[src/source/opl_macros.svh]
//==========================================================================
// shared constants for the fm sound generator
// per-channel register bases take the channel offset 0..3 added in
// channel index inside the chip is bank * OPL_CH_PER_BANK + offset
// OPL_SAMPLE_DIV must be at least 2, OPL_T2_PRESCALE a power of two
//==========================================================================
`ifndef OPL_MACROS_SVH
`define OPL_MACROS_SVH

`define OPL_DATA_W        8      // host bus and register byte
`define OPL_NUM_BANKS     2
`define OPL_CH_PER_BANK   4
`define OPL_NUM_CH        8      // banks * channels per bank
`define OPL_FNUM_W        10     // frequency number
`define OPL_BLOCK_W       3      // octave shift
`define OPL_TL_W          6      // total level
`define OPL_PHASE_W       16     // phase accumulator
`define OPL_SAMPLE_W      16     // signed sample
`define OPL_SAMPLE_DIV    16     // clk cycles per sample tick
`define OPL_T2_PRESCALE   4      // sample ticks per timer 2 step

`define OPL_REG_TIMER1    8'h02
`define OPL_REG_TIMER2    8'h03
`define OPL_REG_TIMER_CTL 8'h04
`define OPL_REG_TL        8'h40  // + channel offset
`define OPL_REG_FNUM_LO   8'hA0  // + channel offset
`define OPL_REG_KON_BLOCK 8'hB0  // + channel offset
`define OPL_REG_WS        8'hE0  // + channel offset

`endif

[src/source/opl_pkg.sv]
//==========================================================================
// types shared across the fm sound generator blocks
// all structs are packed, msb field first
// timer load values are one register byte wide
//==========================================================================
`default_nettype none

`include "opl_macros.svh"

package opl_pkg;

    // one host register write, valid for a single cycle
    typedef struct packed {
        logic                   valid; // write strobe
        logic                   bank;  // 0 = left bank, 1 = right bank
        logic [`OPL_DATA_W-1:0] index; // register address
        logic [`OPL_DATA_W-1:0] data;  // register byte
    } reg_wr_t;

    // settings of one tone channel
    typedef struct packed {
        logic                    kon;   // key on
        logic [`OPL_BLOCK_W-1:0] block; // octave shift
        logic [`OPL_FNUM_W-1:0]  fnum;  // phase increment base
        logic [`OPL_TL_W-1:0]    tl;    // upper bits set attenuation
        logic                    ws;    // 0 square, 1 sawtooth
    } chan_ctl_t;

    typedef struct packed {
        logic [`OPL_DATA_W-1:0] timer1; // load value timer 1
        logic [`OPL_DATA_W-1:0] timer2; // load value timer 2
        logic                   st1;    // start/run
        logic                   st2;
        logic                   mt1;    // mask flag
        logic                   mt2;
        logic                   irq_rst; // one-cycle flag clear
    } timer_ctl_t;

    typedef struct packed {
        logic ft1; // timer 1 overflowed
        logic ft2; // timer 2 overflowed
        logic irq; // either flag set
    } timer_stat_t;

endpackage

`default_nettype wire

[src/source/host_if.sv]
//==========================================================================
// 8-bit chip port, all inputs sampled on clk
// address[0] picks index (0) or data (1) port, address[1] picks bank
// bank comes from the last index write, not from the data write
// data write shows on reg_wr one cycle later, status read is async
//==========================================================================
`timescale 1ns/1ns
`default_nettype none

`include "opl_macros.svh"

module host_if (
    input  logic                   clk,
    input  logic                   rst_n,
    input  logic                   cs_n,
    input  logic                   wr_n,
    input  logic                   rd_n,
    input  logic [1:0]             address,
    input  logic [`OPL_DATA_W-1:0] din,
    input  opl_pkg::timer_stat_t   stat,
    output logic [`OPL_DATA_W-1:0] dout,
    output opl_pkg::reg_wr_t       reg_wr
);

    logic [`OPL_DATA_W-1:0] index_q; // latched register index
    logic                   bank_q;  // latched bank select
    logic                   wr_cyc;  // host write this cycle
    logic                   rd_act;  // host read active

    assign wr_cyc = !cs_n && !wr_n;
    assign rd_act = !cs_n && !rd_n;

    always_ff @(posedge clk or negedge rst_n) begin
        if (!rst_n) begin
            index_q <= '0;
            bank_q  <= 1'b0;
        end else if (wr_cyc && !address[0]) begin // index port
            index_q <= din;
            bank_q  <= address[1];
        end
    end

    always_ff @(posedge clk or negedge rst_n) begin
        if (!rst_n) begin
            reg_wr <= '0;
        end else begin
            reg_wr.valid <= wr_cyc && address[0]; // data port strobe
            if (wr_cyc && address[0]) begin
                reg_wr.bank  <= bank_q;
                reg_wr.index <= index_q;
                reg_wr.data  <= din;
            end
        end
    end

    // status byte: irq, ft1, ft2 in the top bits
    assign dout = rd_act ? {stat.irq, stat.ft1, stat.ft2, {(`OPL_DATA_W-3){1'b0}}} : '0;

endmodule

`default_nettype wire

[src/source/register_file.sv]
//==========================================================================
// decodes register writes into channel and timer control
// per-channel ranges are base .. base+3, channel = bank * 4 + offset
// timer registers ignore the bank bit
// 04h with bit 7 set only clears the flags, other bits are dropped
//==========================================================================
`timescale 1ns/1ns
`default_nettype none

`include "opl_macros.svh"

module register_file (
    input  logic                 clk,
    input  logic                 rst_n,
    input  opl_pkg::reg_wr_t     reg_wr,
    output opl_pkg::chan_ctl_t   chan_ctl [`OPL_NUM_CH],
    output opl_pkg::timer_ctl_t  tmr_ctl
);

    localparam int BANK_W = $clog2(`OPL_NUM_BANKS);
    localparam int OFS_W  = $clog2(`OPL_CH_PER_BANK);
    localparam int CH_W   = BANK_W + OFS_W;

    logic [CH_W-1:0]        ch;   // target channel
    logic [`OPL_DATA_W-1:0] base; // index with offset stripped

    always_comb begin
        ch   = {reg_wr.bank, reg_wr.index[OFS_W-1:0]};
        base = {reg_wr.index[`OPL_DATA_W-1:OFS_W], {OFS_W{1'b0}}};
    end

    always_ff @(posedge clk or negedge rst_n) begin
        if (!rst_n) begin
            for (int i = 0; i < `OPL_NUM_CH; i++) begin
                chan_ctl[i] <= '0;
            end
            tmr_ctl <= '0;
        end else begin
            tmr_ctl.irq_rst <= 1'b0; // pulse only
            if (reg_wr.valid) begin
                case (base)
                    `OPL_REG_TL:      chan_ctl[ch].tl <= reg_wr.data[`OPL_TL_W-1:0];
                    `OPL_REG_FNUM_LO: chan_ctl[ch].fnum[`OPL_DATA_W-1:0] <= reg_wr.data;
                    `OPL_REG_KON_BLOCK: begin
                        chan_ctl[ch].kon   <= reg_wr.data[5];
                        chan_ctl[ch].block <= reg_wr.data[4:2];
                        chan_ctl[ch].fnum[`OPL_FNUM_W-1:`OPL_DATA_W] <= reg_wr.data[1:0];
                    end
                    `OPL_REG_WS:      chan_ctl[ch].ws <= reg_wr.data[0];
                    default: ;        // unmapped, ignore
                endcase
                case (reg_wr.index)
                    `OPL_REG_TIMER1: tmr_ctl.timer1 <= reg_wr.data;
                    `OPL_REG_TIMER2: tmr_ctl.timer2 <= reg_wr.data;
                    `OPL_REG_TIMER_CTL: begin
                        if (reg_wr.data[7]) begin
                            tmr_ctl.irq_rst <= 1'b1; // flag clear
                        end else begin
                            tmr_ctl.mt1 <= reg_wr.data[6];
                            tmr_ctl.mt2 <= reg_wr.data[5];
                            tmr_ctl.st2 <= reg_wr.data[1];
                            tmr_ctl.st1 <= reg_wr.data[0];
                        end
                    end
                    default: ;
                endcase
            end
        end
    end

endmodule

`default_nettype wire

[src/source/timers.sv]
//==========================================================================
// two 8-bit up-counting interval timers
// a rising st bit loads the counter, overflow past FFh reloads it
// timer 1 steps every sample tick, timer 2 every OPL_T2_PRESCALE ticks
// masked timers still count but never raise their flag
//==========================================================================
`timescale 1ns/1ns
`default_nettype none

`include "opl_macros.svh"

module timers (
    input  logic                 clk,
    input  logic                 rst_n,
    input  logic                 sample_tick,
    input  opl_pkg::timer_ctl_t  tmr_ctl,
    output opl_pkg::timer_stat_t stat
);

    localparam int PS_W = $clog2(`OPL_T2_PRESCALE);
    localparam logic [PS_W-1:0] PS_LAST = PS_W'(`OPL_T2_PRESCALE - 1);

    logic [`OPL_DATA_W-1:0] cnt      [2]; // index 0 = timer 1
    logic [`OPL_DATA_W-1:0] load_val [2];
    logic [PS_W-1:0]        ps2;          // timer 2 prescaler
    logic [1:0]             st;
    logic [1:0]             st_q;         // for start edge
    logic [1:0]             mt;
    logic [1:0]             step;
    logic [1:0]             flag;

    always_comb begin
        st          = {tmr_ctl.st2, tmr_ctl.st1};
        mt          = {tmr_ctl.mt2, tmr_ctl.mt1};
        load_val[0] = tmr_ctl.timer1;
        load_val[1] = tmr_ctl.timer2;
        step[0]     = sample_tick;
        step[1]     = sample_tick && (ps2 == PS_LAST);
    end

    always_ff @(posedge clk or negedge rst_n) begin
        if (!rst_n) begin
            ps2 <= '0;
        end else if (st[1] && !st_q[1]) begin
            ps2 <= '0; // align to timer 2 start
        end else if (sample_tick) begin
            ps2 <= (ps2 == PS_LAST) ? '0 : ps2 + 1'b1;
        end
    end

    always_ff @(posedge clk or negedge rst_n) begin
        if (!rst_n) begin
            cnt[0] <= '0;
            cnt[1] <= '0;
            st_q   <= '0;
            flag   <= '0;
        end else begin
            st_q <= st;
            for (int i = 0; i < 2; i++) begin
                if (st[i] && !st_q[i]) begin
                    cnt[i] <= load_val[i];          // start loads
                end else if (st[i] && step[i]) begin
                    if (cnt[i] == '1) begin
                        cnt[i] <= load_val[i];      // wrap reload
                        if (!mt[i]) flag[i] <= 1'b1;
                    end else begin
                        cnt[i] <= cnt[i] + 1'b1;
                    end
                end
            end
            if (tmr_ctl.irq_rst) flag <= '0; // clear wins over overflow
        end
    end

    always_comb begin
        stat.ft1 = flag[0];
        stat.ft2 = flag[1];
        stat.irq = |flag;
    end

endmodule

`default_nettype wire

[src/source/sample_clk_div.sv]
//==========================================================================
// sample tick generator, one-cycle pulse every OPL_SAMPLE_DIV clocks
// first pulse OPL_SAMPLE_DIV cycles after reset release
//==========================================================================
`timescale 1ns/1ns
`default_nettype none

`include "opl_macros.svh"

module sample_clk_div (
    input  logic clk,
    input  logic rst_n,
    output logic sample_tick
);

    localparam int DIV_W = $clog2(`OPL_SAMPLE_DIV);
    localparam logic [DIV_W-1:0] LAST = DIV_W'(`OPL_SAMPLE_DIV - 1);

    logic [DIV_W-1:0] cnt;

    always_ff @(posedge clk or negedge rst_n) begin
        if (!rst_n) begin
            cnt         <= '0;
            sample_tick <= 1'b0;
        end else begin
            sample_tick <= (cnt == LAST); // registered, glitch free
            cnt         <= (cnt == LAST) ? '0 : cnt + 1'b1;
        end
    end

endmodule

`default_nettype wire

[src/source/channels.sv]
//==========================================================================
// eight tone channels: phase accumulator, wave shaping, attenuation
// chan_out carries the sample for the phase the coming tick moves to,
// so the mixer can register it on the tick itself
// key-off clears the phase at once and mutes the channel
// attenuation is a shift by tl[5:3], no log table
//==========================================================================
`timescale 1ns/1ns
`default_nettype none

`include "opl_macros.svh"

module channels (
    input  logic                            clk,
    input  logic                            rst_n,
    input  logic                            sample_tick,
    input  opl_pkg::chan_ctl_t              chan_ctl [`OPL_NUM_CH],
    output logic signed [`OPL_SAMPLE_W-1:0] chan_out [`OPL_NUM_CH]
);

    localparam int SAW_W = 12; // phase bits used by sawtooth
    localparam int ATT_W = 3;  // tl bits used as shift
    localparam int PH_MSB = `OPL_PHASE_W - 1;
    localparam logic signed [`OPL_SAMPLE_W-1:0] SQ_AMP = 16'sd4096;

    logic        [`OPL_PHASE_W-1:0]  phase     [`OPL_NUM_CH];
    logic        [`OPL_PHASE_W-1:0]  phase_nxt [`OPL_NUM_CH];
    logic signed [`OPL_SAMPLE_W-1:0] raw       [`OPL_NUM_CH]; // unattenuated wave

    always_comb begin
        for (int i = 0; i < `OPL_NUM_CH; i++) begin
            // increment = fnum << block, wraps at phase width
            phase_nxt[i] = phase[i] + (`OPL_PHASE_W'(chan_ctl[i].fnum) << chan_ctl[i].block);
            if (chan_ctl[i].ws) begin
                raw[i] = {{(`OPL_SAMPLE_W-SAW_W){phase_nxt[i][PH_MSB]}},
                          phase_nxt[i][PH_MSB -: SAW_W]}; // signed top bits
            end else if (phase_nxt[i][PH_MSB]) begin
                raw[i] = -SQ_AMP; // second half
            end else begin
                raw[i] = SQ_AMP;
            end
            if (chan_ctl[i].kon) begin
                chan_out[i] = raw[i] >>> chan_ctl[i].tl[`OPL_TL_W-1 -: ATT_W];
            end else begin
                chan_out[i] = '0; // muted
            end
        end
    end

    always_ff @(posedge clk or negedge rst_n) begin
        if (!rst_n) begin
            for (int i = 0; i < `OPL_NUM_CH; i++) begin
                phase[i] <= '0;
            end
        end else begin
            for (int i = 0; i < `OPL_NUM_CH; i++) begin
                if (!chan_ctl[i].kon) begin
                    phase[i] <= '0;           // held while keyed off
                end else if (sample_tick) begin
                    phase[i] <= phase_nxt[i]; // advance once per tick
                end
            end
        end
    end

endmodule

`default_nettype wire

[src/source/opl_top.sv]
//==========================================================================
// top of the fm sound generator, single clock, async active-low reset
// bank 0 mixes into sample_l, bank 1 into sample_r, 16-bit wrapping
// sample_valid pulses one cycle after each sample tick, no back-pressure
// irq_n is low while either timer flag is set
//==========================================================================
`timescale 1ns/1ns
`default_nettype none

`include "opl_macros.svh"

module opl_top (
    input  logic                            clk,
    input  logic                            rst_n,
    input  logic                            cs_n,
    input  logic                            wr_n,
    input  logic                            rd_n,
    input  logic [1:0]                      address,
    input  logic [`OPL_DATA_W-1:0]          din,
    output logic [`OPL_DATA_W-1:0]          dout,
    output logic                            sample_valid,
    output logic signed [`OPL_SAMPLE_W-1:0] sample_l,
    output logic signed [`OPL_SAMPLE_W-1:0] sample_r,
    output logic                            irq_n
);

    opl_pkg::reg_wr_t                reg_wr;
    opl_pkg::chan_ctl_t              chan_ctl [`OPL_NUM_CH];
    opl_pkg::timer_ctl_t             tmr_ctl;
    opl_pkg::timer_stat_t            stat;
    logic                            sample_tick;
    logic signed [`OPL_SAMPLE_W-1:0] chan_out [`OPL_NUM_CH];
    logic signed [`OPL_SAMPLE_W-1:0] mix_l; // bank 0 sum
    logic signed [`OPL_SAMPLE_W-1:0] mix_r; // bank 1 sum

    host_if host_if (.*);

    register_file register_file (.*);

    timers timers (.*);

    sample_clk_div sample_clk_div (.*);

    channels channels (.*);

    always_comb begin
        mix_l = '0;
        mix_r = '0;
        for (int i = 0; i < `OPL_CH_PER_BANK; i++) begin
            mix_l += chan_out[i];
            mix_r += chan_out[i + `OPL_CH_PER_BANK];
        end
    end

    always_ff @(posedge clk or negedge rst_n) begin
        if (!rst_n) begin
            sample_valid <= 1'b0;
            sample_l     <= '0;
            sample_r     <= '0;
        end else begin
            sample_valid <= sample_tick; // one cycle after tick
            if (sample_tick) begin
                sample_l <= mix_l;
                sample_r <= mix_r;
            end
        end
    end

    assign irq_n = !stat.irq;

endmodule

`default_nettype wire

[config.mk]
export PLATFORM = sky130hd
export DESIGN_NAME = opl_top
export DESIGN_NICKNAME = d
export VERILOG_FILES = /design/src/source/opl_pkg.sv /design/src/source/host_if.sv /design/src/source/register_file.sv /design/src/source/timers.sv /design/src/source/sample_clk_div.sv /design/src/source/channels.sv /design/src/source/opl_top.sv
export VERILOG_INCLUDE_DIRS = /design/src /design/src/source
export SDC_FILE = /design/constraint.sdc
export NUM_CORES = 1
export LEC_CHECK = 0
export BUFFER_PORTS_ARGS = -buffer_cell sky130_fd_sc_hd__buf_2
export CELL_PAD_IN_SITES_DETAIL_PLACEMENT = 0
export CELL_PAD_IN_SITES_GLOBAL_PLACEMENT = 1
export CORE_MARGIN = 2
export CORE_UTILIZATION = 54
export DETAILED_ROUTE_END_ITERATION = 16
export MAX_ROUTING_LAYER = met4
export PLACE_DENSITY = 0.92
export SLEW_MARGIN = 20
export SYNTH_ARGS = -nofsm -noshare
export SYNTH_HDL_FRONTEND = slang
export SYNTH_SLANG_ARGS = --single-unit
[constraint.sdc]
create_clock -name clk -period 9.7 [get_ports clk]
set_input_delay 0.97 -clock clk [delete_from_list [all_inputs] [get_ports clk]]
set_output_delay 0.97 -clock clk [all_outputs]
set_load 0.005 [all_outputs]
After elaboration in Yosys (flattened, before gate mapping) --
Cells that the tools add are included.
Storage, ports and cells: register bits after elaboration 404, input bits 15
Cells by class: $add $sub $neg 18, magnitude comparators 2, equality and inequality tests 23, shift operators 16, multiplexer cells 82, bitwise gates (word level) 2, reductions and logical operators 32
Operators with widths (number):
- bitwise mux 168 bit | 6
- case mux 168 bit (4 select lines) | 1
- two-way mux 16 bit | 40
- demux 21 bit (select 3 bit) | 6
- adder 16 bit | 14
- << shifter 10 x 3 -> 16 bit | 8
- >>> shifter 16 x 3 -> 16 bit | 8
- two-way mux 8 bit | 7
- two-way mux 21 bit | 1
- two-way mux 20 bit | 1
- == test 6 bit (second input constant) | 3
- two-way mux 17 bit | 1
- adder 8 x 1 -> 8 bit (second input constant) | 2
- == test 8 x 2 -> 1 bit (second input constant) | 2
- == test 8 bit (second input constant) | 2
- != test 2 x 1 -> 1 bit (second input constant) | 8
- two-way mux 15 bit | 1
- nonzero test 2 bit | 7
- two-way mux 1 bit | 12
- logical AND 1 bit | 10
- == test 8 x 3 -> 1 bit (second input constant) | 1
- two-way mux 2 bit | 4
- != test 2 bit (second input constant) | 4
- AND reduction 4 bit | 2
- 16 further kinds | 24

Longest topological paths before layout --
depth after elaboration 9, mapped depth 31

Hierarchy --
A second synthesis with hierarchy kept.
Second synthesis, totals: cells, all modules 3558, area total of the unflattened synthesis 32232.2 µm²
Modules (own cells, without submodules):
- channels | times used 1, cells each 2364, area each 17682.0 µm², seq. area each 3203.1 µm²
- register_file | times used 1, cells each 475, area each 7479.7 µm², seq. area each 4729.5 µm²
- opl_top | times used 1, cells each 497, area each 4423.0 µm², seq. area each 825.8 µm²
- timers | times used 1, cells each 141, area each 1327.5 µm², seq. area each 550.5 µm²
- host_if | times used 1, cells each 67, area each 1126.1 µm², seq. area each 675.6 µm²
- sample_clk_div | times used 1, cells each 14, area each 193.9 µm², seq. area each 125.1 µm²

Worst setup path before layout --
No wires, ideal clock.
path type reg-to-reg, start point reg with a tool-made name, end point reg sample_l[15], data arrival time 6.316 ns, required time 9.563 ns, setup slack 3.247 ns, stages on the path, launching flop included 26, buffers on the path 1, period minus slack after synthesis 6.453 ns, cell sequence dfrtp_1 -> buf_1 -> mux2_2 -> o21ai_0 -> o22ai_1 -> ha_1 -> o211ai_1 -> a21o_1 -> a211o_1 -> and2_4 -> o311a_1 -> mux2_2 -> mux4_2 -> nor2_1 -> fa_1 -> fa_1 -> ha_1 -> nor2b_1 -> o21ai_0 -> a21boi_0 -> o41a_1 -> a41oi_1 -> a21oi_1 -> a31oi_1 -> xnor2_1 -> a21oi_1
RTL lines:
- to (signal assigned) | RTL line opl_top.sv:63 | sample_l <= mix_l;
- to (decl) | RTL line opl_top.sv:22 | output logic signed [`OPL_SAMPLE_W-1:0] sample_l,

==> results.md <==
* Status: finished clean
* Synth Warn # at 0
* Netlist cell types at 93
* Max-slew headroom at roughly 20%
* Design area at roughly 0.033 sq mm
* Depth of the worst register-to-register path at 26
* Clock skew at roughly 0.038 ns
* Via count at between 20000 and 25000
* Antenna violations before repair at 1
* Nets at roughly 3500
* Final Setup Violations at 0
* P&R area growth vs syn at 7.335%
* First-pass GRT wire length at about 130000 um
* Syn avg cell area at 9.002 sq um
* Min cycle time layout at 7.601 ns
* Critical Path RT at between 10 and 15 ns
* Fin Hold WS at approximately 0.45 ns
* Clock sinks at between 300 and 400
* PostCTS Resize Cnt at 0
* Die height at ~240 um
* Post-DRT Antenna Nets at 0
* Clock Tree Root: clkbuf_16
* Final worst setup slack at 2.099 ns
* Fraction of registers with async set/reset at 100.0%
* Gate Count Post-Synth at approximately 3400
* Die area at roughly 0.058 sq mm
* Largest net degree at the start of global routing at 119
* Initial Util at about 55%
* TritonCTS clock tree: built
* Synth top area share at between 30% and 40%
* Leakage at between 10 and 15 nW
* Hold/Removal Path Class: input port to async pin
* Fraction of layout cells with a size suffix above 1 at between 10% and 20%
* GRT overflow at 0
* VDD IR max at about 120 uV
* Setup WS pre-CTS at between 2 and 2.5 ns
* Synth top area cells: dfrtp_1 31%, mux2_2 8.9%, mux2i_1 6.9%
* Setup crit start kind: flop
* Total CTS buffers at between 40 and 50
* Fin Setup TNS at 0 ns
* Vias in the first global route at around 25000
* Register area share after synthesis at between 30% and 40%
* Final Hold Viols at 0
* Synth cell count leaders: 380 x dfrtp_1, 311 x nor2_1, 301 x nand2_1
* Dpl hpwl at between 50000 and 60000 um
* # DRC at 0
* CP Class: flop to flop
* # Post-CTS Setup Buffers at 0
* Crit. End Element: flop
* GP Congestion at a little over 0.9
* DIE WIDTH at 241.2 um
* Number of port buffers at 51
* Vias/cell at approximately 6.0
* Period utilisation layout at a little under 80%
* # IOs at 57
* GRT Overall Usage at around 28%
* Max-cap violations at 0
* Drt pass-1 iters at 6
* Post-CTS Hold Buffers at 0
* CP Max Fanout at 16
* Fmax at 131.6 MHz
* Post-DP Area at 0.03101 sq mm
* Worst EP arrival at 8.03 ns
* PwrDens at approximately 130 mW/mm^2
* Clk slew on worst S/H paths at 0.06 ns
* Post-synth top flop: dfrtp_1
* Site Rows at 86
* Mapped cell area at roughly 0.030 sq mm
* Worst Max-Slew Pin Slew at ~1.2 ns
* Pins Over Slew Limit at 0
* Power consumption at around 4 mW
* Clock buffer depth at 3
* Post-synth EDFFs at 0
* Clock latency on the worst-skew pair at about 0.62 ns
* Most common cell in the netlist: dfrtp_1
* Top cell type by total area after synthesis: dfrtp_1
* H-Tree Depth at 2
* Total Routed Length at ~78000 um
* Initial DRC count at approximately 1600
* Core Area at between 0.05 and 0.06 sq mm
* RSZ-0062 raised after global routing: false
* #FFs+latches synth at 380
* Post-DR wirelength/cell at between 15 and 20 um
==> cell usage in the layout (no fill, tap or decap), drive strengths merged, types with 39 or more instances in the layout <==
cell type  count
fa            66
a211oi        50
dfrtp        380
ha           154
nand2        301
o22ai         48
o21a          41
nor2b         72
a21o          48
inv          168
clkbuf        62
buf           64
mux2         240
mux2i        208
xnor2         80
and2          39
nand3         75
nor2         311
nor3          76
o21ai        198
a21oi        181
==> kinds of logic after synthesis <==
group | Yosys count | share of synthesized area [%]
XOR/XNOR | 112 | 3.229
other | 1 | 0.01234
buffers and inverters | 361 | 4.538
multiplexers | 464 | 16.93
AO/OA/AOI/OAI | 790 | 17.11
AND/OR/NAND/NOR | 1047 | 16.19
adder cells (fa/ha/maj) | 220 | 10.69
flip-flops | 380 | 31.30
==> routing by layer <==
layer | vias up | global-route usage, % | share of wire (%)
li1 | 11970 | - | -
met1 | 12140 | 35.38 | 45
met2 | 496 | 46.95 | 49
met3 | 156 | 2.802 | 3.3
met4 | 0 | 10.48 | 3.2
met5 | - | - | 0
==> layout make-up <==
class                      instances  area [sq um]
clock buffer                      62          1301
sequential                       380          9518
tap                              748         935.9
clock inverter                    21         290.3
timing repair buffer              64         362.8
fill                            4859         22700
antenna                            2         5.005
multi-input combinational       2638         19530
inverter                         179         671.9
==> worst max-delay path: stages (launching register included) <==
cell       delay [ns]
dfrtp_1          0.62
clkinv_1         0.36
o21ai_0          0.35
mux2i_1          0.16
ha_1             0.35
and3_1           0.21
a221oi_1         0.24
o21ai_0          0.21
a211oi_1         0.31
xnor2_1          0.21
nor2_1           0.07
a21oi_1          0.19
o21ai_1          0.11
a2111oi_0        0.92
fa_1             0.54
inv_1            0.09
fa_1             0.45
fa_1             0.42
nor2b_1          0.12
o21ai_0          0.10
a21boi_0         0.39
o41a_1           0.22
a41oi_1          0.15
a21oi_1          0.25
a31oi_1          0.13
xnor2_1          0.16
a21oi_1          0.09
==> report_power, final <==
group	switching [mW]	internal (mW)	total, mW
clock	0.735	1.06	1.79
combinational	0.267	0.196	0.463
sequential	0.200	1.67	1.87
total	1.20	2.92	4.12
==> path summary, 6_finish.rpt <==
check                                                     startpoint                         endpoint  slack [ns]
worst max-delay path                                            flop         sample_l[15]$_DFFE_PN0P_        2.10
worst min-delay path                                           rst_n  channels.phase[105]$_DFFE_PN0P_        0.45
worst max register to register                                  flop         sample_l[15]$_DFFE_PN0P_        2.10
worst min register to register  register_file.tmr_ctl[3]$_DFFE_PN0P_         timers.st_q[1]$_DFF_PN0_        0.46
max in group asynchronous                                      rst_n   channels.phase[18]$_DFFE_PN0P_        7.63
min in group clk                register_file.tmr_ctl[3]$_DFFE_PN0P_         timers.st_q[1]$_DFF_PN0_        0.46
==> per-stage QoR <==
step / util (%) / std cells
floorplan: - / 3379
global placement: 56.07 / 4009
detailed placement: 56.07 / 4009
CTS: 58.95 / 4092
global route: 58.96 / 4093
finish: 58.96 / 4094
Note: power is estimated with default switching activity, not from simulation.
